==> src/hw/soc_bus_defs.svh <==
`ifndef SOC_BUS_DEFS_SVH
`define SOC_BUS_DEFS_SVH

// bus widths
`define BUS_AW 32
`define BUS_DW 32
`define BUS_SW 4

// address split: tag on top, offset below
`define TAG_W 8
`define OFS_W 24

// region tags
`define TAG_RAM 8'h00
`define TAG_SYS 8'h10
`define TAG_EXT 8'h80

`define RAM_WORDS 256
`define EXT_WORDS 1024
`define EXT_WAIT 3     // idle cycles before the external ack

// system register offsets
`define SYS_CNT_OFS 24'h000000
`define SYS_BTN_OFS 24'h000004
`define SYS_SCR_OFS 24'h000008

`endif

==> src/hw/soc_bus_pkg.sv <==
`include "soc_bus_defs.svh"

package soc_bus_pkg;

    // one bus address, seen either flat or as region tag plus offset
    typedef struct packed {
        logic [`TAG_W-1:0] tag;     // selects the slave
        logic [`OFS_W-1:0] offset;  // byte offset inside the region
    } bus_addr_fields_t;

    typedef union packed {
        logic [`BUS_AW-1:0] word;
        bus_addr_fields_t   fields;
    } bus_addr_u;

endpackage

==> src/hw/wb_if.sv <==
`include "soc_bus_defs.svh"

interface wb_if import soc_bus_pkg::*; ();

    // request side
    logic               cyc;
    logic               stb;
    logic               we;
    bus_addr_u          adr;
    logic [`BUS_DW-1:0] dat_w;
    logic [`BUS_SW-1:0] sel;

    // response side
    logic [`BUS_DW-1:0] dat_r;   // valid only while ack is high
    logic               ack;

    modport master (
        output cyc, stb, we, adr, dat_w, sel,
        input  dat_r, ack
    );

    modport slave (
        input  cyc, stb, we, adr, dat_w, sel,
        output dat_r, ack
    );

    // observe only, used by the response merger
    modport monitor (
        input cyc, stb, we, adr, dat_w, sel, dat_r, ack
    );

endinterface

==> src/hw/sys_regs.sv <==
`include "soc_bus_defs.svh"

module sys_regs (
    input  logic clk,
    input  logic rst,
    input  logic btn,
    wb_if.slave  bus
);

    logic [`BUS_DW-1:0] cycle_cnt;
    logic [`BUS_DW-1:0] scratch;
    logic               btn_meta;
    logic               btn_sync;
    logic               go;
    logic [`BUS_DW-1:0] rd_q;
    logic               ack_q;
    logic [`OFS_W-1:0]  ofs;

    assign ofs = bus.adr.fields.offset;
    assign go  = bus.cyc & bus.stb & ~ack_q;

    always_ff @(posedge clk) begin
        if (rst) begin
            cycle_cnt <= '0;
            scratch   <= '0;
            btn_meta  <= 1'b0;
            btn_sync  <= 1'b0;
            ack_q     <= 1'b0;
        end else begin
            cycle_cnt <= cycle_cnt + 1'b1;  // free running, not writable
            btn_meta  <= btn;               // two-flop synchroniser
            btn_sync  <= btn_meta;
            ack_q     <= go;
            // only the scratch word takes writes
            if (go && bus.we && ofs == `SYS_SCR_OFS) begin
                for (int b = 0; b < `BUS_SW; b++) begin
                    if (bus.sel[b]) begin
                        scratch[8*b +: 8] <= bus.dat_w[8*b +: 8];
                    end
                end
            end
        end
    end

    always_ff @(posedge clk) begin
        if (go && !bus.we) begin
            case (ofs)
                `SYS_CNT_OFS: rd_q <= cycle_cnt;
                `SYS_BTN_OFS: rd_q <= {{(`BUS_DW-1){1'b0}}, btn_sync};
                `SYS_SCR_OFS: rd_q <= scratch;
                default:      rd_q <= '0;  // hole in the register map
            endcase
        end
    end

    assign bus.ack   = ack_q;
    assign bus.dat_r = rd_q;

endmodule

==> src/flat_wrapper.sv <==
// flat-port wrapper written by rule: the top's interface ports become plain ports
module sys_regs_flat 
  (clk, rst, btn, bus_cyc, bus_stb, bus_we, bus_adr, bus_dat_w, bus_sel, bus_dat_r, bus_ack);
  wb_if bus_i ();
  input  logic clk;
  input  logic rst;
  input  logic btn;
  input wire logic [$bits(bus_i.cyc)-1:0] bus_cyc;
  input wire logic [$bits(bus_i.stb)-1:0] bus_stb;
  input wire logic [$bits(bus_i.we)-1:0] bus_we;
  input wire logic [$bits(bus_i.adr)-1:0] bus_adr;
  input wire logic [$bits(bus_i.dat_w)-1:0] bus_dat_w;
  input wire logic [$bits(bus_i.sel)-1:0] bus_sel;
  output wire logic [$bits(bus_i.dat_r)-1:0] bus_dat_r;
  output wire logic [$bits(bus_i.ack)-1:0] bus_ack;
  assign bus_i.cyc = bus_cyc;
  assign bus_i.stb = bus_stb;
  assign bus_i.we = bus_we;
  assign bus_i.adr = bus_adr;
  assign bus_i.dat_w = bus_dat_w;
  assign bus_i.sel = bus_sel;
  assign bus_dat_r = bus_i.dat_r;
  assign bus_ack = bus_i.ack;
  sys_regs u_core (.clk(clk), .rst(rst), .btn(btn), .bus(bus_i));
endmodule
==> config.mk <==
export PLATFORM = sky130hd
export DESIGN_NAME = sys_regs_flat
export DESIGN_NICKNAME = d
export VERILOG_FILES = /design/src/hw/soc_bus_pkg.sv /design/src/hw/wb_if.sv /design/src/hw/sys_regs.sv /design/src/flat_wrapper.sv
export VERILOG_INCLUDE_DIRS = /design/src /design/src/hw
export SDC_FILE = /design/constraint.sdc
export NUM_CORES = 1
export LEC_CHECK = 0
export ABC_AREA = 1
export BUFFER_PORTS_ARGS = -buffer_cell sky130_fd_sc_hd__buf_2
export CELL_PAD_IN_SITES_DETAIL_PLACEMENT = 1
export CELL_PAD_IN_SITES_GLOBAL_PLACEMENT = 2
export CORE_MARGIN = 2
export CORE_UTILIZATION = 30
export DETAILED_ROUTE_END_ITERATION = 12
export GPL_TIMING_DRIVEN = 0
export PLACE_DENSITY = 0.9
export SYNTH_ARGS = -nofsm -noshare
export SYNTH_HDL_FRONTEND = slang
export SYNTH_SLANG_ARGS = --single-unit
==> constraint.sdc <==
create_clock -name clk -period 2.8 [get_ports clk]
set_input_delay 0 -clock clk [delete_from_list [all_inputs] [get_ports clk]]
set_output_delay 0 -clock clk [all_outputs]
set_load 0.005 [all_outputs]
==> reports/qor.csv <==
stage,metric,value,unit
status,status,"finished, violations left",
status,violations,hold timing,
critical_path,path_buf_inv,1,
sta,fin_crit_sh,66.3,%
global_route,grt_usage,18.4,%
pwr,powerDensity,493,nW/um^2
critical_path,r2r_end,u_core.scratch[23],
critical_path,cp-start-kind,flip-flop,
clock_network,ctsHtreeMaxLevel,3,
clock_network,clk_latency,0.36,ns
global_route,grt_pass1_vias,4742,
critical_path,crit_end,u_core.scratch[23],
critical_path,crit_slowest_cell,clkbuf_1,
pwr,sequentialPowerShare,49.2,%
clock_network,cts_sinks,99,
floorplan,fp.dieH,131,um
routing,drt-total-wl,15200,um
floorplan,std_cell_rows,46,
cells_and_area,drive_gt1_share,17.0,%
run,drv_cap,0,
sta,final_hold_viol_count,1,
sta,drv_slew,0,
critical_path,worstPathRequired,3.06,ns
synthesis,mappedNetlistArea,4860,sq um
cells_and_area,nets,868,
clock_network,root_buffer,clkbuf_16,
critical_path,critPathArrivalTime,2.11,ns
synthesis,synth_common_cells,"153 x inv_1, 143 x nand2_1, 80 x nor2_1, 67 x dfxtp_1, 37 x nand4_1",
clock_network,tritoncts,yes,
routing,drt_iter0_drc,182,
sta,clock_skew,0.00866,ns
clock_network,cts_hold_repair.buffers,23,
sta,max_slew.worst_pin.slew,0.851,ns
global_route,grt_overflow_total,0,
routing,viasPerCell,4.48,
floorplan,coreArea,15900,sq um
critical_path,timing_worst_setup_path_type,flip-flop to flip-flop,
min_path,whs_path_depth,5,
clock_network,clock_path_buffers,2,
critical_path,path_cells,nand3b_4 -> nor2_4 -> clkbuf_1 -> nand4_1 -> nand2_1 -> nor2_1,
synthesis,yosys_warnings,0,
pwr,p_leak,2.53,nW
floorplan,die_area,17200,sq um
synthesis,syn_avg_cell_area,7.31,sq um
critical_path,worstSetupEndpointType,flip-flop,
sta,slew_headroom,43.2,%
global_route,grt_pass1_wl,24800,um
synthesis,async_flop_share,0,%
placed_design,place_ws,0.887,ns
critical_path,critical-path-max-stage-delay,0.52,ns
synthesis,synth.yosys.seq_area_share,47.3,%
pwr,p_int,2.36,mW
sta,setup_ws,0.944,ns
routing,post_drt_wl_per_cell,15.0,um
sta,max_freq,0.539,GHz
clock_network,clkTransAtPathRegs,0.07,ns
synthesis,yosys.area.top_type,dfxtp_1,
pwr,p_sw_share,22.5,%
pwr,vdd_ir_drop_max,291,uV
synthesis,ys_top_cells_by_area,"dfxtp_1 28%, edfxtp_1 20%, inv_1 12%, nand2_1 11%, nor2_1 6.2%",
min_path,hp-class,input pin to flip-flop,
placed_design,io_buffers,93,
synthesis,synth_flop_cell,dfxtp_1,
cells_and_area,area_delta_synth_final,27.1,%
floorplan,initial_core_util,30.6,%
critical_path,reg2reg_depth,6,
sta,post-route-min-period,1.86,ns
synthesis,syn_inst,665,
critical_path,rrSetupSlack,0.94,ns
routing,vias,4538,
placed_design,post_dp_cell_area,5630,sq um
pwr,power,3.05,mW
pwr,p_clk_share,44.7,%
routing,ant_nets,0,
cells_and_area,post-route-util,38.9,%
sta,setup_viol,0,
synthesis,ys_ff_latch,99,
floorplan,die_w,131,um
placed_design,post-dp-hpwl,11500,um
placed_design,gp_congestion,0.893,
cells_and_area,final_area,6180,sq um
synthesis,syn_nets,740,
synthesis,synth.most_common_cell,inv_1,
clock_network,cts_setup_buffers,0,
synthesis,synth_cell_type_count,26,
clock_network,numCtsBuffers,9,
sta,rsz0062_at_grt,false,
critical_path,r2r_start,u_core.bus.ack,
synthesis,synth_top_area_share,27.6,%
routing,dr.pass1.iters,4,
synthesis,synth-edff-count,32,
global_route,grt_max_degree,21,
clock_network,cts_resized,0,
pwr,power_switching,0.684,mW
sta,hold-worst-slack,-0.00652,ns
floorplan,io_pins,107,
critical_path,critPathMaxFanout,10,
pwr,combPwrFrac,6.1,%
critical_path,cp.depth,6,
cells_and_area,insertedDiodeCount,0,
global_route,antenna_found_initial,0,
routing,drc,0,
critical_path,cp-startpoint,u_core.bus.ack,
critical_path,cp_top_family,simple AND/OR/NAND/NOR gates,
[power by group through the flow]
stage | Combinational, mW | Clock [mW] | Sequential, mW
after floorplan | 0.0728 | 0 | 1.53
after global routing | 0.211 | 1.44 | 1.50
after CTS | 0.188 | 1.38 | 1.50
after global placement | 0.155 | 0 | 1.53
final | 0.186 | 1.36 | 1.50
after detailed placement | 0.163 | 0 | 1.53
[cell usage in the layout, fill, tap and decap left out, types with 2 or more instances in the layout]
cell type and instances:
edfxtp_1 32, inv_1 153, inv_2 2, o22ai_1 31
clkbuf_16 9, nand3_1 22, nor2_1 79, buf_6 3
nor2_2 5, nand3_4 4, nor2_4 3, o21ai_0 13
clkinv_1 2, bufinv_16 2, buf_2 99, dfxtp_1 67
dlygate4sd3_1 23, a21oi_1 30, clkinvlp_4 2, clkbuf_1 14
nand4_1 37, nand2_1 143, nor3_1 13
[routing by layer]
| layer | routed length, um | share of wire (%) | up-vias | GRT usage (%) |
|---|---|---|---|---|
| met5 | 0 | 0 | - | 0 |
| met4 | 146 | 0.96 | 0 | 4.35 |
| met3 | 811 | 5.3 | 10 | 4.05 |
| met2 | 7250 | 48 | 103 | 31.8 |
| met1 | 7030 | 46 | 2078 | 23.4 |
| li1 | - | - | 2347 | - |
[metrics by stage]
step / TNS, ns / instances
floorplan: 0 / 665
global route: 0 / 1014
global placement: -8.75 / 974
finish: 0 / 1014
CTS: 0 / 1014
detailed placement: 0 / 975
[worst min path at each step]
stage | end | from | slack (ns)
6_report | u_core.scratch[0] | bus_dat_w[0] | -0.007
5_1_grt | u_core.scratch[19] | bus_dat_w[19] | 0.05
4_1_cts | u_core.scratch[0] | bus_dat_w[0] | 0.0004
3_5_place_dp | u_core.btn_meta | btn | 0.21
3_3_place_gp | u_core.btn_meta | btn | 0.20
2_1_floorplan | u_core.btn_meta | btn | 0.11
[state kept, by name, summed over array words and instances, names as in the netlist]
name,count
u_core.scratch,32
u_core.bus.dat_r,32
u_core.btn_sync,1
u_core.cycle_cnt,32
u_core.bus.ack,1
u_core.btn_meta,1
[cells by family after synthesis]
family / count (synthesis) / share of synthesized area (%)
AO/OA/AOI/OAI: 76 / 8.72
adder cells (fa/ha/maj): 1 / 0.257
buffers and inverters: 181 / 15.0
flip-flops: 99 / 47.3
AND/OR/NAND/NOR: 308 / 28.7
[worst reg2reg max path: cells and delay by family (launching register included)]
kind          cells  cell delay (ns)
simple gates      5             0.90
flops             1             0.31
buf+inv           1             0.53
[cell type report]
cell class | count | area (sq um)
fillers | 2019 | 9700
flip-flops and latches | 99 | 2300
multi-input cells | 385 | 1840
repair buffers | 117 | 723
inverters | 157 | 589
well taps | 216 | 270
clock buffers | 10 | 229
plain buffers | 24 | 138
clock inverters | 6 | 88.8
(Power assumes the default switching activity.)
