<file path="config.mk">
export PLATFORM = sky130hd
export DESIGN_NAME = bus_result_flat
export DESIGN_NICKNAME = d
export VERILOG_FILES = /design/src/hw/soc_bus_pkg.sv /design/src/hw/wb_if.sv /design/src/hw/bus_result.sv /design/src/flat_wrapper.sv
export VERILOG_INCLUDE_DIRS = /design/src /design/src/hw
export SDC_FILE = /design/constraint.sdc
export NUM_CORES = 1
export LEC_CHECK = 0
export BUFFER_PORTS_ARGS = -buffer_cell sky130_fd_sc_hd__clkbuf_2
export CAP_MARGIN = 30
export CORE_AREA = 2 2 135 137
export CTS_CLUSTER_SIZE = 25
export DETAILED_ROUTE_END_ITERATION = 10
export DIE_AREA = 0 0 137 139
export PLACE_DENSITY = 0.48
export SETUP_SLACK_MARGIN = 0.4
export SKIP_LAST_GASP = 1
export SYNTH_ARGS = -nofsm -noshare
export SYNTH_HDL_FRONTEND = slang
export SYNTH_SLANG_ARGS = --single-unit
</file>
<file path="constraint.sdc">
create_clock -name clk -period 3.98 [get_ports clk]
set_input_delay 0.597 -clock clk [delete_from_list [all_inputs] [get_ports clk]]
set_output_delay 0.597 -clock clk [all_outputs]
set_load 0.01 [all_outputs]
</file>
<file path="src/hw/soc_bus_defs.svh">
`ifndef SOC_BUS_DEFS_SVH
`define SOC_BUS_DEFS_SVH

// bus widths
`define BUS_AW 32
`define BUS_DW 32
`define BUS_SW 4

// address split: tag on top, offset below
`define TAG_W 8
`define OFS_W 24

// region tags
`define TAG_RAM 8'h00
`define TAG_SYS 8'h10
`define TAG_EXT 8'h80

`define RAM_WORDS 256
`define EXT_WORDS 1024
`define EXT_WAIT 3     // idle cycles before the external ack

// system register offsets
`define SYS_CNT_OFS 24'h000000
`define SYS_BTN_OFS 24'h000004
`define SYS_SCR_OFS 24'h000008

`endif

</file>
<file path="src/hw/soc_bus_pkg.sv">
`include "soc_bus_defs.svh"

package soc_bus_pkg;

    // one bus address, seen either flat or as region tag plus offset
    typedef struct packed {
        logic [`TAG_W-1:0] tag;     // selects the slave
        logic [`OFS_W-1:0] offset;  // byte offset inside the region
    } bus_addr_fields_t;

    typedef union packed {
        logic [`BUS_AW-1:0] word;
        bus_addr_fields_t   fields;
    } bus_addr_u;

endpackage

</file>
<file path="src/hw/wb_if.sv">
`include "soc_bus_defs.svh"

interface wb_if import soc_bus_pkg::*; ();

    // request side
    logic               cyc;
    logic               stb;
    logic               we;
    bus_addr_u          adr;
    logic [`BUS_DW-1:0] dat_w;
    logic [`BUS_SW-1:0] sel;

    // response side
    logic [`BUS_DW-1:0] dat_r;   // valid only while ack is high
    logic               ack;

    modport master (
        output cyc, stb, we, adr, dat_w, sel,
        input  dat_r, ack
    );

    modport slave (
        input  cyc, stb, we, adr, dat_w, sel,
        output dat_r, ack
    );

    // observe only, used by the response merger
    modport monitor (
        input cyc, stb, we, adr, dat_w, sel, dat_r, ack
    );

endinterface

</file>
<file path="src/hw/bus_result.sv">
`include "soc_bus_defs.svh"

module bus_result (
    input  logic               clk,
    input  logic               rst,
    input  logic               miss_stb,
    wb_if.monitor              ram_r,
    wb_if.monitor              ext_r,
    wb_if.monitor              sys_r,
    output logic [`BUS_DW-1:0] dat_r,
    output logic               ack,
    output logic               err
);

    logic [`BUS_DW-1:0] dat_sel;
    logic [`BUS_DW-1:0] dat_old;  // last word returned
    logic               err_q;

    // slaves only ack their own strobe, so a plain OR is enough
    assign ack = ram_r.ack | ext_r.ack | sys_r.ack;

    always_comb begin
        if (ram_r.ack) begin
            dat_sel = ram_r.dat_r;
        end else if (ext_r.ack) begin
            dat_sel = ext_r.dat_r;
        end else if (sys_r.ack) begin
            dat_sel = sys_r.dat_r;
        end else begin
            dat_sel = '0;
        end
    end

    // error for an unmapped address, one-cycle pulse like an ack
    always_ff @(posedge clk) begin
        if (rst) begin
            err_q <= 1'b0;
        end else begin
            err_q <= miss_stb & ~err_q;
        end
    end

    always_ff @(posedge clk) begin
        if (ack) begin
            dat_old <= dat_sel;
        end
    end

    assign err   = err_q;
    assign dat_r = ack ? dat_sel : (err_q ? '0 : dat_old);  // zero on error

endmodule

</file>
<file path="src/flat_wrapper.sv">
// flat-port wrapper written by rule: the top's interface ports become plain ports
module bus_result_flat 
  (clk, rst, miss_stb, dat_r, ack, err, ram_r_cyc, ram_r_stb, ram_r_we, ram_r_adr, ram_r_dat_w, ram_r_sel, ram_r_dat_r, ram_r_ack, ext_r_cyc, ext_r_stb, ext_r_we, ext_r_adr, ext_r_dat_w, ext_r_sel, ext_r_dat_r, ext_r_ack, sys_r_cyc, sys_r_stb, sys_r_we, sys_r_adr, sys_r_dat_w, sys_r_sel, sys_r_dat_r, sys_r_ack);
  wb_if ram_r_i ();
  wb_if ext_r_i ();
  wb_if sys_r_i ();
  input  logic clk;
  input  logic rst;
  input  logic miss_stb;
  output logic [`BUS_DW-1:0] dat_r;
  output logic ack;
  output logic err;
  input wire logic [$bits(ram_r_i.cyc)-1:0] ram_r_cyc;
  input wire logic [$bits(ram_r_i.stb)-1:0] ram_r_stb;
  input wire logic [$bits(ram_r_i.we)-1:0] ram_r_we;
  input wire logic [$bits(ram_r_i.adr)-1:0] ram_r_adr;
  input wire logic [$bits(ram_r_i.dat_w)-1:0] ram_r_dat_w;
  input wire logic [$bits(ram_r_i.sel)-1:0] ram_r_sel;
  input wire logic [$bits(ram_r_i.dat_r)-1:0] ram_r_dat_r;
  input wire logic [$bits(ram_r_i.ack)-1:0] ram_r_ack;
  input wire logic [$bits(ext_r_i.cyc)-1:0] ext_r_cyc;
  input wire logic [$bits(ext_r_i.stb)-1:0] ext_r_stb;
  input wire logic [$bits(ext_r_i.we)-1:0] ext_r_we;
  input wire logic [$bits(ext_r_i.adr)-1:0] ext_r_adr;
  input wire logic [$bits(ext_r_i.dat_w)-1:0] ext_r_dat_w;
  input wire logic [$bits(ext_r_i.sel)-1:0] ext_r_sel;
  input wire logic [$bits(ext_r_i.dat_r)-1:0] ext_r_dat_r;
  input wire logic [$bits(ext_r_i.ack)-1:0] ext_r_ack;
  input wire logic [$bits(sys_r_i.cyc)-1:0] sys_r_cyc;
  input wire logic [$bits(sys_r_i.stb)-1:0] sys_r_stb;
  input wire logic [$bits(sys_r_i.we)-1:0] sys_r_we;
  input wire logic [$bits(sys_r_i.adr)-1:0] sys_r_adr;
  input wire logic [$bits(sys_r_i.dat_w)-1:0] sys_r_dat_w;
  input wire logic [$bits(sys_r_i.sel)-1:0] sys_r_sel;
  input wire logic [$bits(sys_r_i.dat_r)-1:0] sys_r_dat_r;
  input wire logic [$bits(sys_r_i.ack)-1:0] sys_r_ack;
  assign ram_r_i.cyc = ram_r_cyc;
  assign ram_r_i.stb = ram_r_stb;
  assign ram_r_i.we = ram_r_we;
  assign ram_r_i.adr = ram_r_adr;
  assign ram_r_i.dat_w = ram_r_dat_w;
  assign ram_r_i.sel = ram_r_sel;
  assign ram_r_i.dat_r = ram_r_dat_r;
  assign ram_r_i.ack = ram_r_ack;
  assign ext_r_i.cyc = ext_r_cyc;
  assign ext_r_i.stb = ext_r_stb;
  assign ext_r_i.we = ext_r_we;
  assign ext_r_i.adr = ext_r_adr;
  assign ext_r_i.dat_w = ext_r_dat_w;
  assign ext_r_i.sel = ext_r_sel;
  assign ext_r_i.dat_r = ext_r_dat_r;
  assign ext_r_i.ack = ext_r_ack;
  assign sys_r_i.cyc = sys_r_cyc;
  assign sys_r_i.stb = sys_r_stb;
  assign sys_r_i.we = sys_r_we;
  assign sys_r_i.adr = sys_r_adr;
  assign sys_r_i.dat_w = sys_r_dat_w;
  assign sys_r_i.sel = sys_r_sel;
  assign sys_r_i.dat_r = sys_r_dat_r;
  assign sys_r_i.ack = sys_r_ack;
  bus_result u_core (.clk(clk), .rst(rst), .miss_stb(miss_stb), .ram_r(ram_r_i), .ext_r(ext_r_i), .sys_r(sys_r_i), .dat_r(dat_r), .ack(ack), .err(err));
endmodule
</file>
==> results.md <==
- Via Count: 2125
- Cts bufs inserted: 5
- F_max: 358.8 MHz
- Overall Global Routing Usage: 8.029%
- Htree depth: 2
- FFs w/ async S/R, synth: 0%
- Synthesized area per cell: 9.854 µm²
- Gr ovfl total: 0
- Vias in the first global route: 2071
- Largest net degree at the start of global routing: 65
- Total power: 1048 µW
- Normalized max-slew margin: 60.27%
- Min-delay src: rst
- Yosys Warn Count: 0
- Worst Tran Pin Value: 0.5960 ns
- Max FO, Critical Path: 34
- Root buffer cell: clkbuf_16
- CTS tree: built
- Final worst slack: 1.193 ns
- Initial core utilization: 12.11%
- Clock period minus worst slack: 2.787 ns
- First-pass detailed-route iteration total: 6
- IO Port Bufs: 135
- DRT iter0 DRCs: 78
- First-pass GRT wire length: 11350 µm
- Area delta synth->final: 46.99%
- # Post-CTS Setup Buffers: 0
- Setup TNS: 0 ns
- DR DRC count: 0
- EDFF count, synth: 32
- Top post-synthesis cells by count: 64 x a21oi_1, 32 x a21o_1, 32 x edfxtp_1, 32 x nand3b_1, 32 x nor2b_1
- Register bit total from synthesis: 33
- Clk sink count: 33
- Max Transition Viols Final: 0
- Bufs on Longest Clock Path: 2
- WL final: 7825 µm
- Switching portion of total power: 27.23%
- Comb power frac: 21.6%
- Setup WS pre-CTS: 1.112 ns
- HPWL Detailed: 5679 µm
- Layout cells sized above 1: 42.52%
- Top-count cell post-synth: a21oi_1
- Setup violators final: 0
- Die X: 137 µm
- Crit path buf inv count: 2
- Clock power share: 36.6%
- Worst-path clk slew: 0.06 ns
- Ports: 349
- Post-synthesis sequential area ratio: 45.87%
- Crit end category: output port
- Max IR drop VDD: 0.1260 mV
- Initial antenna violation count: 2
- Row Count: 49
- Maxcap violations: 0
- Required @ worst endpoint: 3.38 ns
- CP startpoint: ext_r_ack
- Worst Clk Skew: 0 ns
- Via density: 3.715
- Unique cell type count in the Yosys netlist: 12
- RePlAce Congestion: 0.6892
- Synth top area cells: edfxtp_1 45%, a21oi_1 15%, a21o_1 11%
- Synth top area share: 44.94%
- Post-synth net total: 532
- Routed len/inst: 13.68 µm
- # resized after CTS: 0
- Die Y-Extent: 139 µm
- Most frequent cell on the critical path: clkbuf_2
- Status: complete, no violations
- Syn Inst Count: 217
- Clk_lat worst skew: 0.28 ns
- Worst EP arrival: 2.19 ns
- Worst-case hold slack: 0.4755 ns
- Setup crit start kind: input port
- Int Power: 762.3 µW
- CTS Hold Bufs: 0
- Final ANT Viol Nets: 0
- CP Cell Sequence: clkbuf_2 -> or3_4 -> nor2_8 -> a21o_1 -> clkbuf_2
- Die area: 0.01904 mm²
- Top FF cell, synth: edfxtp_1
- Synthesized cell area: 0.002138 mm²
- Fin. Hold Viols: 0
- Final #Nets: 656
- Hold Path Class: in2reg
- Core box area: 0.01766 mm²
- RR Startpoint: u_core.err$_SDFF_PP0_
- Unrepaired setup endpoints after global routing: false
- Power Density: 333.3 mW/mm²
- Critical path class: in2out
- Part of the power in registers: 41.9%
- Synth area leader: edfxtp_1
- P_sw: 285.3 µW
- Leak Pwr: 0.001428 µW
- Critical path's largest stage delay: 0.62 ns
- Crit path max-delay family: simple AND/OR/NAND/NOR gates
- Final worst path period share: 70.02%
- Slowest-stage cell, CP: or3_4
## worst paths after layout
check | to | slack [ns] | cells after the start
setup / recovery | dat_r[29] | 1.19 | 5
hold / removal | u_core.err$_SDFF_PP0_ | 0.48 | 2
setup reg to reg | u_core.err$_SDFF_PP0_ | 3.32 | 1
hold reg to reg | u_core.err$_SDFF_PP0_ | 0.59 | 1
## final cells by class
type	count	area (µm²)
Sequential cell	33	980.9
Antenna cell	2	5.005
Tap cell	229	286.5
Clock buffer	6	128.9
Fill cell	2013	14510
Clock inverter	1	3.754
Timing Repair Buffer	138	698.2
Multi-Input combinational cell	163	1040
## layer usage
metal	up-vias	global-route usage (%)	share of wire, %
met2	95	12.49	43
met3	8	3.618	10
met1	976	9.696	46
li1	1046	-	-
met4	0	2.930	1.4
met5	-	0	0
## per-stage QoR
stage               area [µm²]  utilization [%]  instances
finish                    3143            17.80        572
detailed placement        3005            17.02        563
CTS                       3138            17.77        570
global route              3138            17.77        570
global placement          3005            17.02        563
floorplan                 2138                -        217
## power groups by stage
| stage | clock network, µW | logic (µW) | registers, µW |
|---|---|---|---|
| after floorplan | 0 | 126 | 442 |
| after global placement | 0 | 226 | 445 |
| after detailed placement | 0 | 230 | 445 |
| after CTS | 414 | 231 | 439 |
| after global routing | 418 | 251 | 442 |
| final | 383 | 226 | 439 |
## cells by family (layout without fill, tap and decap cells)
logic type	count (synthesis)	in the layout	synth area share, %
AOI/OAI and AO/OA	96	96	26.21
and+or+nand+nor	67	67	22.41
DFF	33	33	45.87
buffers and inverters	21	145	5.500
other	0	2	0
## flip-flops by register name, summed over array words and instances, names as in the netlist
name	flops
u_core.dat_old	32
u_core.err	1
## placed cells by master, fill, tap and decap left out, drive strengths merged
cell and n:
a21o 32, a21oi 64, buf 3, clkbuf 141, clkinv 1, dfxtp 1, diode 2, edfxtp 32
nand3b 32, nor2 1, nor2b 32, nor3b 1, or3 1
(Power assumes the default switching activity.)
